$ cat config.mk
export PLATFORM = sky130hd
export DESIGN_NAME = bp_frontend
export DESIGN_NICKNAME = d
export VERILOG_FILES = /design/src/bp_pkg.sv /design/src/btb.sv /design/src/tournament_predictor.sv /design/src/branch_tracker.sv /design/src/fetch_ctrl.sv /design/src/bp_frontend.sv
export SDC_FILE = /design/constraint.sdc
export NUM_CORES = 2
export LEC_CHECK = 0
export BUFFER_PORTS_ARGS = -buffer_cell sky130_fd_sc_hd__buf_2
export CAP_MARGIN = 20
export CORE_MARGIN = 1
export CORE_UTILIZATION = 54
export DETAILED_ROUTE_END_ITERATION = 8
export GPL_TIMING_DRIVEN = 0
export PLACE_DENSITY = 0.74
export SYNTH_ARGS = -nofsm -noshare
export SYNTH_HDL_FRONTEND = slang
export SYNTH_HIERARCHICAL = 1
export SYNTH_SLANG_ARGS = --single-unit
$ cat constraint.sdc
create_clock -name clock -period 27.8 [get_ports clock]
set_input_delay 0 -clock clock [delete_from_list [all_inputs] [get_ports clock]]
set_output_delay 0 -clock clock [all_outputs]
set_load 0.01 [all_outputs]
$ cat src/bp_pkg.sv
package bp_pkg;

    // group geometry
    localparam int fetch_width = 2;
    localparam int addr_bits = 32;

    // history length also sets the width of every table index
    localparam int history_bits = 6;
    localparam int pht_size = 64;

    // direct-mapped btb, index taken above the word offset
    localparam int btb_bits = 4;
    localparam int btb_size = 1 << btb_bits;
    localparam int btb_tag_bits = addr_bits - btb_bits - 2;

    // in-flight branch records
    localparam int tracker_depth = 8;
    localparam int tracker_ptr_bits = $clog2(tracker_depth);

    typedef logic [addr_bits-1:0] addr_t;
    typedef logic [history_bits-1:0] bhr_t;
    typedef logic [btb_tag_bits-1:0] btb_tag_t;

    // bit 1 set means taken, in the chooser it means prefer gshare
    typedef logic [1:0] counter_t;

    // one prediction, carried until the branch resolves
    typedef struct packed {
        bhr_t gshare_idx;
        bhr_t pc_idx;
        bhr_t bhr;
        logic gshare_taken;
        logic bimodal_taken;
        logic taken;
        addr_t pc;
        addr_t next_pc;
    } bp_packet_t;

    typedef struct packed {
        addr_t start_pc;
        logic [fetch_width-1:0] branch_mask;
    } fetch_req_t;

    typedef struct packed {
        logic [fetch_width-1:0] keep_mask;
        logic [fetch_width-1:0] taken_mask;
        addr_t next_pc;
        bp_packet_t [fetch_width-1:0] packets;
    } fetch_rsp_t;

    typedef struct packed {
        logic taken;
        addr_t target;
    } resolve_t;

    typedef struct packed {
        logic valid;
        addr_t pc;
        addr_t target;
    } btb_update_t;

    // hold means the response register is full
    typedef enum logic {
        idle,
        hold
    } ctrl_state_e;

endpackage

$ cat src/btb.sv
module btb (
    input  logic clock,
    input  logic reset,
    input  bp_pkg::addr_t [bp_pkg::fetch_width-1:0] lookup_pcs,
    output logic [bp_pkg::fetch_width-1:0] hits,
    output bp_pkg::addr_t [bp_pkg::fetch_width-1:0] targets,
    input  bp_pkg::btb_update_t update
);
    import bp_pkg::*;

    // only the valid bits are control state
    logic [btb_size-1:0] valid;
    btb_tag_t tag_mem [btb_size];
    addr_t target_mem [btb_size];

    // write side fields
    logic [btb_bits-1:0] wr_idx;
    btb_tag_t wr_tag;

    // read side fields, one per slot
    logic [fetch_width-1:0][btb_bits-1:0] rd_idx;
    btb_tag_t [fetch_width-1:0] rd_tag;

    // word aligned pcs, so skip the two low bits
    assign wr_idx = update.pc[btb_bits+1:2];
    assign wr_tag = update.pc[addr_bits-1:btb_bits+2];

    // lookup reads the array as it stood before this edge
    always_comb begin
        for (int i = 0; i < fetch_width; i++) begin
            rd_idx[i] = lookup_pcs[i][btb_bits+1:2];
            rd_tag[i] = lookup_pcs[i][addr_bits-1:btb_bits+2];
            // a hit needs both a live entry and a matching tag
            hits[i] = valid[rd_idx[i]] && (tag_mem[rd_idx[i]] == rd_tag[i]);
            targets[i] = target_mem[rd_idx[i]];
        end
    end

    // all entries start out invalid
    always_ff @(posedge clock) begin
        if (reset) begin
            valid <= '0;
        end else if (update.valid) begin
            valid[wr_idx] <= 1'b1;
        end
    end

    // tag and target are overwritten on every taken resolve
    // an aliasing branch simply replaces the old entry
    always_ff @(posedge clock) begin
        if (update.valid) begin
            tag_mem[wr_idx] <= wr_tag;
            target_mem[wr_idx] <= update.target;
        end
    end

endmodule

$ cat src/tournament_predictor.sv
module tournament_predictor (
    input  logic clock,
    input  logic reset,
    input  bp_pkg::addr_t [bp_pkg::fetch_width-1:0] slot_pcs,
    input  logic [bp_pkg::fetch_width-1:0][bp_pkg::fetch_width-1:0] branch_gnt,
    input  logic [bp_pkg::fetch_width-1:0] final_gnt,
    input  logic no_branches,
    input  logic accept,
    input  logic [bp_pkg::fetch_width-1:0] btb_hits,
    output bp_pkg::bp_packet_t [bp_pkg::fetch_width-1:0] packets,
    output logic [bp_pkg::fetch_width-1:0] taken,
    input  logic resolve_valid,
    input  bp_pkg::bp_packet_t resolve_packet,
    input  logic actual_taken,
    input  logic mispredict
);
    import bp_pkg::*;

    counter_t [pht_size-1:0] gshare_pht;
    counter_t [pht_size-1:0] bimodal_pht;
    counter_t [pht_size-1:0] chooser_pht;
    bhr_t bhr;
    bhr_t accept_bhr;

    // per-slot history, table indices and branch flag
    bhr_t [fetch_width-1:0] assigned_bhr;
    bhr_t [fetch_width-1:0] pc_idx;
    bhr_t [fetch_width-1:0] gs_idx;
    logic [fetch_width-1:0] is_branch;

    // which component got the resolved branch right
    logic gshare_right;
    logic bimodal_right;

    // saturating step toward up or down
    function automatic counter_t step(input counter_t c, input logic up);
        counter_t r;
        r = c;
        if (up && c != 2'b11) begin
            r = c + 2'b01;
        end else if (!up && c != 2'b00) begin
            r = c - 2'b01;
        end
        return r;
    endfunction

    // k-th branch of the group sees the history shifted by k
    // branch_gnt[k] marks the slot holding ordinal k
    always_comb begin
        assigned_bhr = '0;
        is_branch = '0;
        for (int i = 0; i < fetch_width; i++) begin
            for (int k = 0; k < fetch_width; k++) begin
                if (branch_gnt[k][i]) begin
                    assigned_bhr[i] = bhr_t'(bhr << k);
                    is_branch[i] = 1'b1;
                end
            end
        end
    end

    // lookups use the tables as they were before any same-cycle training
    always_comb begin
        for (int i = 0; i < fetch_width; i++) begin
            pc_idx[i] = slot_pcs[i][history_bits+1:2];
            gs_idx[i] = pc_idx[i] ^ assigned_bhr[i];
            packets[i] = '0;
            packets[i].gshare_idx = gs_idx[i];
            packets[i].pc_idx = pc_idx[i];
            packets[i].bhr = assigned_bhr[i];
            packets[i].gshare_taken = gshare_pht[gs_idx[i]][1];
            packets[i].bimodal_taken = bimodal_pht[pc_idx[i]][1];
            packets[i].pc = slot_pcs[i];
            // no target known means no taken prediction
            taken[i] = is_branch[i] && btb_hits[i] &&
                       (chooser_pht[pc_idx[i]][1] ? packets[i].gshare_taken
                                                  : packets[i].bimodal_taken);
            packets[i].taken = taken[i];
        end
    end

    // history after the last kept branch of an accepted group
    always_comb begin
        accept_bhr = bhr;
        for (int i = 0; i < fetch_width; i++) begin
            if (final_gnt[i]) begin
                accept_bhr = {assigned_bhr[i][history_bits-2:0], taken[i]};
            end
        end
    end

    assign gshare_right = (resolve_packet.gshare_taken == actual_taken);
    assign bimodal_right = (resolve_packet.bimodal_taken == actual_taken);

    always_ff @(posedge clock) begin
        if (reset) begin
            gshare_pht <= '0;
            bimodal_pht <= '0;
            chooser_pht <= '0;
            bhr <= '0;
        end else begin
            if (resolve_valid) begin
                gshare_pht[resolve_packet.gshare_idx] <=
                    step(gshare_pht[resolve_packet.gshare_idx], actual_taken);
                bimodal_pht[resolve_packet.pc_idx] <=
                    step(bimodal_pht[resolve_packet.pc_idx], actual_taken);
                // chooser only moves when exactly one side was right
                if (gshare_right != bimodal_right) begin
                    chooser_pht[resolve_packet.pc_idx] <=
                        step(chooser_pht[resolve_packet.pc_idx], gshare_right);
                end
            end
            // repair from a mispredict wins over a new group
            if (resolve_valid && mispredict) begin
                bhr <= {resolve_packet.bhr[history_bits-2:0], actual_taken};
            end else if (accept && !no_branches) begin
                bhr <= accept_bhr;
            end
        end
    end

endmodule

$ cat src/branch_tracker.sv
module branch_tracker (
    input  logic clock,
    input  logic reset,
    input  logic [bp_pkg::fetch_width-1:0] alloc_valid,
    input  bp_pkg::bp_packet_t [bp_pkg::fetch_width-1:0] alloc_packets,
    output logic tracker_free,
    input  logic res_valid,
    input  bp_pkg::resolve_t res,
    output logic res_ready,
    output bp_pkg::bp_packet_t oldest,
    output logic resolve_valid,
    output logic actual_taken,
    output logic mispredict,
    output logic flush,
    output bp_pkg::addr_t flush_pc,
    output bp_pkg::btb_update_t btb_update
);
    import bp_pkg::*;

    bp_packet_t entries [tracker_depth];
    logic [tracker_ptr_bits-1:0] head;
    logic [tracker_ptr_bits-1:0] tail;
    logic [tracker_ptr_bits-1:0] second;
    logic [tracker_ptr_bits:0] count;
    logic [tracker_ptr_bits:0] alloc_count;
    logic [tracker_ptr_bits:0] pop_count;

    // slot 1 lands right after slot 0 when both are kept
    assign second = tail + {{(tracker_ptr_bits-1){1'b0}}, alloc_valid[0]};
    assign alloc_count = {{tracker_ptr_bits{1'b0}}, alloc_valid[0]} +
                         {{tracker_ptr_bits{1'b0}}, alloc_valid[1]};
    assign pop_count = {{tracker_ptr_bits{1'b0}}, resolve_valid};

    // room for a full group
    assign tracker_free = (count <= (tracker_depth - 2));
    assign res_ready = (count != '0);
    assign resolve_valid = res_valid && res_ready;

    assign oldest = entries[head];
    assign actual_taken = res.taken;

    // wrong direction, or taken to somewhere other than predicted
    assign mispredict = (oldest.taken != res.taken) ||
                        (res.taken && (res.target != oldest.next_pc));
    assign flush = resolve_valid && mispredict;
    assign flush_pc = res.taken ? res.target : (oldest.pc + addr_t'(4));

    // every taken outcome (re)installs its target
    assign btb_update.valid = resolve_valid && res.taken;
    assign btb_update.pc = oldest.pc;
    assign btb_update.target = res.target;

    // pointers and occupancy
    always_ff @(posedge clock) begin
        if (reset || flush) begin
            head <= '0;
            tail <= '0;
            count <= '0;
        end else begin
            head <= head + {{(tracker_ptr_bits-1){1'b0}}, resolve_valid};
            tail <= tail + alloc_count[tracker_ptr_bits-1:0];
            count <= count + alloc_count - pop_count;
        end
    end

    // records themselves
    always_ff @(posedge clock) begin
        if (alloc_valid[0]) begin
            entries[tail] <= alloc_packets[0];
        end
        if (alloc_valid[1]) begin
            entries[second] <= alloc_packets[1];
        end
    end

endmodule

$ cat src/fetch_ctrl.sv
module fetch_ctrl (
    input  logic clock,
    input  logic reset,
    input  logic req_valid,
    input  bp_pkg::fetch_req_t req,
    output logic req_ready,
    output logic rsp_valid,
    output bp_pkg::fetch_rsp_t rsp,
    input  logic rsp_ready,
    output logic redirect_valid,
    output bp_pkg::addr_t redirect_pc,
    output bp_pkg::addr_t [bp_pkg::fetch_width-1:0] slot_pcs,
    output logic [bp_pkg::fetch_width-1:0][bp_pkg::fetch_width-1:0] branch_gnt,
    output logic [bp_pkg::fetch_width-1:0] final_gnt,
    output logic no_branches,
    output logic accept,
    input  logic [bp_pkg::fetch_width-1:0] btb_hits,
    input  bp_pkg::addr_t [bp_pkg::fetch_width-1:0] btb_targets,
    input  bp_pkg::bp_packet_t [bp_pkg::fetch_width-1:0] packets,
    input  logic [bp_pkg::fetch_width-1:0] taken,
    input  logic tracker_free,
    input  logic flush,
    input  bp_pkg::addr_t flush_pc,
    output logic [bp_pkg::fetch_width-1:0] alloc_valid,
    output bp_pkg::bp_packet_t [bp_pkg::fetch_width-1:0] alloc_packets
);
    import bp_pkg::*;

    ctrl_state_e state;
    fetch_rsp_t rsp_q;
    fetch_rsp_t rsp_d;
    logic started;
    logic [fetch_width-1:0] taken_slots;
    logic [fetch_width-1:0] keep_mask;
    logic [fetch_width-1:0] kept_branches;
    addr_t next_pc;

    always_comb begin
        for (int i = 0; i < fetch_width; i++) begin
            slot_pcs[i] = req.start_pc + addr_t'(4 * i);
        end
    end

    // branch ordinals, written out for a two-wide group
    assign branch_gnt[0] = {req.branch_mask[1] & ~req.branch_mask[0], req.branch_mask[0]};
    assign branch_gnt[1] = {req.branch_mask[1] & req.branch_mask[0], 1'b0};

    // group ends at the first taken branch
    assign taken_slots = taken & btb_hits & req.branch_mask;
    assign keep_mask = {~taken_slots[0], 1'b1};
    assign kept_branches = keep_mask & req.branch_mask;
    assign no_branches = ~|kept_branches;

    // line of the youngest kept branch, drives the history update
    assign final_gnt = kept_branches[1] ? 2'b10 : {1'b0, kept_branches[0]};

    always_comb begin
        if (taken_slots[0]) begin
            next_pc = btb_targets[0];
        end else if (taken_slots[1]) begin
            next_pc = btb_targets[1];
        end else begin
            // fall through past the whole group
            next_pc = req.start_pc + addr_t'(4 * fetch_width);
        end
    end

    // per-branch predicted successor, checked again at resolve
    always_comb begin
        for (int i = 0; i < fetch_width; i++) begin
            alloc_packets[i] = packets[i];
            alloc_packets[i].next_pc = taken_slots[i] ? btb_targets[i]
                                                      : (slot_pcs[i] + addr_t'(4));
        end
    end

    assign rsp_d.keep_mask = keep_mask;
    assign rsp_d.taken_mask = taken_slots & keep_mask;
    assign rsp_d.next_pc = next_pc;
    assign rsp_d.packets = alloc_packets;

    // hold off while full, low on tracker space, or redirecting
    assign req_ready = started && ((state == idle) || rsp_ready) && tracker_free &&
                       !flush && !redirect_valid;
    assign accept = req_valid && req_ready;
    assign alloc_valid = accept ? kept_branches : '0;

    always_ff @(posedge clock) begin
        if (reset) begin
            started <= 1'b0;
            state <= idle;
            redirect_valid <= 1'b0;
        end else begin
            started <= 1'b1;
            redirect_valid <= flush;
            // a redirect drops whatever response is held
            if (flush) begin
                state <= idle;
            end else if (accept) begin
                state <= hold;
            end else if (rsp_ready) begin
                state <= idle;
            end
        end
    end

    always_ff @(posedge clock) begin
        if (accept) begin
            rsp_q <= rsp_d;
        end
        if (flush) begin
            redirect_pc <= flush_pc;
        end
    end

    assign rsp_valid = (state == hold);
    assign rsp = rsp_q;

endmodule

$ cat src/bp_frontend.sv
module bp_frontend (
    input  logic clock,
    input  logic reset,
    input  logic req_valid,
    input  bp_pkg::fetch_req_t req,
    output logic req_ready,
    output logic rsp_valid,
    output bp_pkg::fetch_rsp_t rsp,
    input  logic rsp_ready,
    input  logic res_valid,
    input  bp_pkg::resolve_t res,
    output logic res_ready,
    output logic redirect_valid,
    output bp_pkg::addr_t redirect_pc
);
    import bp_pkg::*;

    // fetch side
    addr_t [fetch_width-1:0] slot_pcs;
    logic [fetch_width-1:0][fetch_width-1:0] branch_gnt;
    logic [fetch_width-1:0] final_gnt;
    logic no_branches;
    logic accept;
    logic [fetch_width-1:0] btb_hits;
    addr_t [fetch_width-1:0] btb_targets;
    bp_packet_t [fetch_width-1:0] packets;
    logic [fetch_width-1:0] taken;
    logic [fetch_width-1:0] alloc_valid;
    bp_packet_t [fetch_width-1:0] alloc_packets;

    // resolve side
    logic tracker_free;
    bp_packet_t oldest;
    logic resolve_valid;
    logic actual_taken;
    logic mispredict;
    logic flush;
    addr_t flush_pc;
    btb_update_t btb_update;

    fetch_ctrl ctrl (.*);

    btb target_buffer (
        .clock(clock),
        .reset(reset),
        .lookup_pcs(slot_pcs),
        .hits(btb_hits),
        .targets(btb_targets),
        .update(btb_update)
    );

    tournament_predictor predictor (.*, .resolve_packet(oldest));

    branch_tracker tracker (.*);

endmodule

### After elaboration in Yosys (flattened, before gate mapping)

Memories as Yosys holds them, arrays and structs flattened. A register that Yosys moved wholly into a read port is not among the register bits.
Index checks and enable logic that the tools add are counted.

* add/subtract/negate cells: 16
* order comparisons: 13
* eq/ne operators: 10
* muxes and demuxes: 73
* bitwise logic cells: 12
* reductions and logical operators: 43

Operator list (number)
* 128-bit bitwise mux: 3
* 32-bit 2-to-1 mux: 5
* 2-bit binary-select mux with 6-bit select: 9
* 32-bit by 3-bit adder with 32-bit output, second input constant: 3
* 26-bit equality test: 2
* 2-bit 2-to-1 mux: 26
* 6-bit by 7-bit < comparator with 1-bit output, second input constant: 6
* 6-bit 2-to-1 mux: 7
* 32-bit by 4-bit adder with 32-bit output, second input constant: 1
* 32-bit != test: 1
* 1-bit logical AND: 25
* 2-bit demux with 6-bit select: 2
* 1-bit 2-to-1 mux: 17
* 16-bit OR: 1
* 4-bit by 5-bit < comparator with 1-bit output, second input constant: 3
* 6-bit by 1-bit >= comparator with 1-bit output, second input constant: 2
* 6-bit bitwise XOR: 2
* 2-bit nonzero test: 5
* 2-bit bitwise AND: 4
* 1-bit binary-select mux with 4-bit select: 2
* 2-bit by 1-bit adder with 2-bit output, second input constant: 3
* 3-bit by 1-bit adder with 3-bit output: 2
* 2-bit != test, second input constant: 3
* 2-bit by 1-bit subtractor with 2-bit output, second input constant: 3
* 18 further kinds: 30

* register bits: 656
* memory bits (writable): 1608
* input port bits: 72
* output and inout bits: 242
* memories kept: 3

Memory list
* tracker.entries: words 8, bits a word 85, rd ports 1, clocked after Yosys merged registers in 1, write ports 2, RTL line branch_tracker.sv:20 `bp_packet_t entries [tracker_depth];`
* target_buffer.target_mem: words 16, bits a word 32, rd ports 2, clocked after Yosys merged registers in 0, write ports 1, RTL line btb.sv:14 `addr_t target_mem [btb_size];`
* target_buffer.tag_mem: words 16, bits a word 26, rd ports 2, clocked after Yosys merged registers in 0, write ports 1, RTL line btb.sv:13 `btb_tag_t tag_mem [btb_size];`

### Depth between registers and ports, before layout

* depth after elaboration: 18
* depth in mapped cells: 28
* depth with buffers taken out: 23

### Cells and area by module

The synthesis kept the hierarchy.

By module, submodules not included
* btb: times used 1, cells an instance 2085, area an instance 44104.8 sq um
* branch_tracker: times used 1, cells an instance 2276, area an instance 36789.0 sq um
* tournament_predictor: times used 1, cells an instance 2675, area an instance 21932.3 sq um
* fetch_ctrl: times used 1, cells an instance 995, area an instance 12021.5 sq um

### Least setup slack after synthesis

No wires, ideal clock.

* path type: reg2reg
* from: register, netlist name tracker/head[0]
* to: memory tracker/entries[1][0] (netlist bit), enable pin
* setup time: 0.654 ns
* arrival: 9.768 ns
* setup slack: 17.378 ns
* stages on the path, launching flop included: 17
* buffers on the path: 4
* period minus slack after synthesis: 10.422 ns
* cell sequence: dfxtp_1 -> buf_6 -> buf_12 -> buf_6 -> mux4_2 -> mux2i_1 -> xor2_1 -> nand4_1 -> nor4_2 -> nand4_2 -> buf_6 -> and2_4 -> nor4_1 -> nand2_1 -> nor2_1 -> nand2_1 -> o31ai_1

RTL lines (RTL line)
* end, declared: branch_tracker.sv:20

==> flow_metrics.tcl <==
set metrics [dict create \
    drt-vias-per-instance 7.11 \
    rsz0062_at_grt "false" \
    fp.dieW_um 461 \
    rows 168 \
    overflow 0 \
    io_pins 314 \
    grt_first_pass_wirelength_mm 615 \
    critical_path.top_delay_family "buffers and inverters" \
    worst_pin_slew_ns 1.33 \
    drive_above_1_share_pct 32.8 \
    antenna_found_initial 79 \
    drv_slew 0 \
    vias 83200 \
    synth_nets 7983 \
    relSlewSlack_pct 10.9 \
    core_area_mm2 0.209 \
    syn_area_per_cell_um2 14.4 \
    fillers 15400 \
    hpwlAfterDp_mm 316 \
    netlist_area_mm2 0.114 \
    max_freq_mhz 84.2 \
    critical_path_peak_fanout 37 \
    io_buffers 299 \
    pre_cts_ws_ns 16.47 \
    grt_usage_pct 41.9 \
    insertion_delay_ns 0.92 \
    htree_levels 4 \
    ant_nets 0 \
    grt_max_degree 110 \
    power_leakage_nw 42.8 \
    drtIter0Drc 14000 \
    ys_warn_count 6 \
    fin_ws_ns 15.93 \
    final.setup.tns_ns 0 \
    path_buf_inv 16 \
    end_kind "flop" \
    post-cts-setup-buffers 0 \
    cp-start-kind "input pin" \
    setup_viol 0 \
    cp.arrival_ns 12.45 \
    cts_made_buffers 229 \
    numClockSinks 2256 \
    timing.final.crit_period_ns 11.87 \
    fin_skew_ns 0.0548 \
    cpMaxStageDelayCell "nor3_1" \
    syn_inst 7886 \
    stdcell_count 11700 \
    synthToLayoutAreaGrowth_pct 14.3 \
    die_y_um 461 \
    totalWireLength_mm 451 \
    vdd_ir_drop_max_mv 0.0723 \
    power_density_mw_per_mm2 70.2 \
    nNetsFinal 8732 \
    routabilityCongestion 1.03 \
    hp-class "in -> reg" \
    die_area_mm2 0.212 \
    maxCapViolations 0 \
    cts_tree "built" \
    fin_crit_sh_pct 42.7 \
    rrSetupSlack_ns 17.07 \
    place_inst 11100 \
    critPathMaxStageDelay_ns 1.03 \
    critPathKind "in -> reg" \
    finalHoldViolCount 0 \
    clk_path_buf_depth 3 \
    route.detailed.drc 0 \
    critPathRequiredTime_ns 28.38 \
    grt_pass1_vias 79800 \
    post_drt_wl_per_cell_um 38.5 \
    drt-pass1-iter-count 9 \
    initial_core_util_pct 54.3 \
    cts-root-buf "clkbuf_16" \
    hold_ws_ns 0.0477 \
    outcome "completed" \
    path_clk_slew_ns 0.06 \
]
-- metal layers --
| layer | wire length (um) | global-route usage (%) |
|---|---|---|
| met5 | 592 | 0.712 |
| met4 | 44600 | 33.3 |
| met3 | 65100 | 15.7 |
| met2 | 198000 | 62.6 |
| met1 | 143000 | 48.5 |
-- power by group --
part           switching, mW  internal, mW
sequential            0.0636          3.90
clock                   1.40          1.75
combinational           1.36         0.655
-- repair_timing --
| item | 4_1_cts | 5_1_grt |
|---|---|---|
| hold buffers | 74 | 0 |
| gates resized for setup | 0 | 0 |
| endpoints found under the hold margin | 765 | 0 |
-- through the flow --
step | power, mW | utilization (%) | cell area (um^2)
after global routing | 9.28 | 62.0 | 130000
after global placement | 5.88 | 56.7 | 119000
final | 9.12 | 62.0 | 130000
after detailed placement | 5.92 | 58.0 | 121000
after floorplan | 5.14 | - | 114000
after CTS | 9.02 | 61.9 | 130000
-- worst min-delay path: stages --
cell	delay, ns
buf_2	0.10
nand2_1	0.31
inv_8	0.07
buf_16	0.20
-- cell usage in the layout (no fill, tap or decap), drive strengths merged, types with 69 or more instances in the layout --
cell	instances
a22oi	145
nand2	495
a21oi	264
mux4	727
nor2	556
xor2	69
a31oi	72
inv	110
o21ai	303
clkbuf	596
dfxtp	419
buf	1026
a211oi	233
edfxtp	1837
mux2i	251
mux2	723
xnor2	117
clkinv	104
dlygate4sd3	74
-- registers in the layout (all words and copies together) (netlist names) --
| signal | flops |
|---|---|
| tracker/entries | 672 |
| target_buffer/target_mem | 512 |
| target_buffer/tag_mem | 416 |
| ctrl/rsp | 205 |
| predictor/bimodal_pht | 128 |
| predictor/chooser_pht | 128 |
| predictor/gshare_pht | 128 |
| ctrl/redirect_pc | 32 |
| target_buffer/valid | 16 |
| predictor/bhr | 6 |
| tracker/count | 4 |
| tracker/head | 3 |
| tracker/tail | 3 |
| ctrl/redirect_valid | 1 |
| ctrl/rsp_valid | 1 |
| ctrl/started | 1 |
-- area by class of cell --
type / count / area [um^2] / share of cell area, %
Tap cell: 2805 / 3510 / 2.70
Clock buffer: 295 / 6280 / 4.83
Inverter: 104 / 398 / 0.306
Sequential cell: 2256 / 63600 / 48.9
Buffer: 884 / 5320 / 4.10
Multi-Input combinational cell: 4642 / 44600 / 34.3
Timing Repair Buffer: 518 / 4800 / 3.69
Antenna cell: 53 / 133 / 0.102
Clock inverter: 142 / 1290 / 0.993
-- worst paths after layout --
check	startpoint	endpoint	depth (start not counted)
worst max-delay path	req[6]	tracker/entries[0][16]$_DFFE_PP_	28
worst min-delay path	req_valid	ctrl/rsp[64]$_DFFE_PP_	4
worst max register to register	predictor/bhr[1]$_SDFFE_PP0P_	tracker/entries[0][16]$_DFFE_PP_	25
worst min register to register	predictor/chooser_pht[8]$_SDFFE_PP0P_	predictor/chooser_pht[8]$_SDFFE_PP0P_	2
Note: power is estimated with default switching activity, not from simulation.
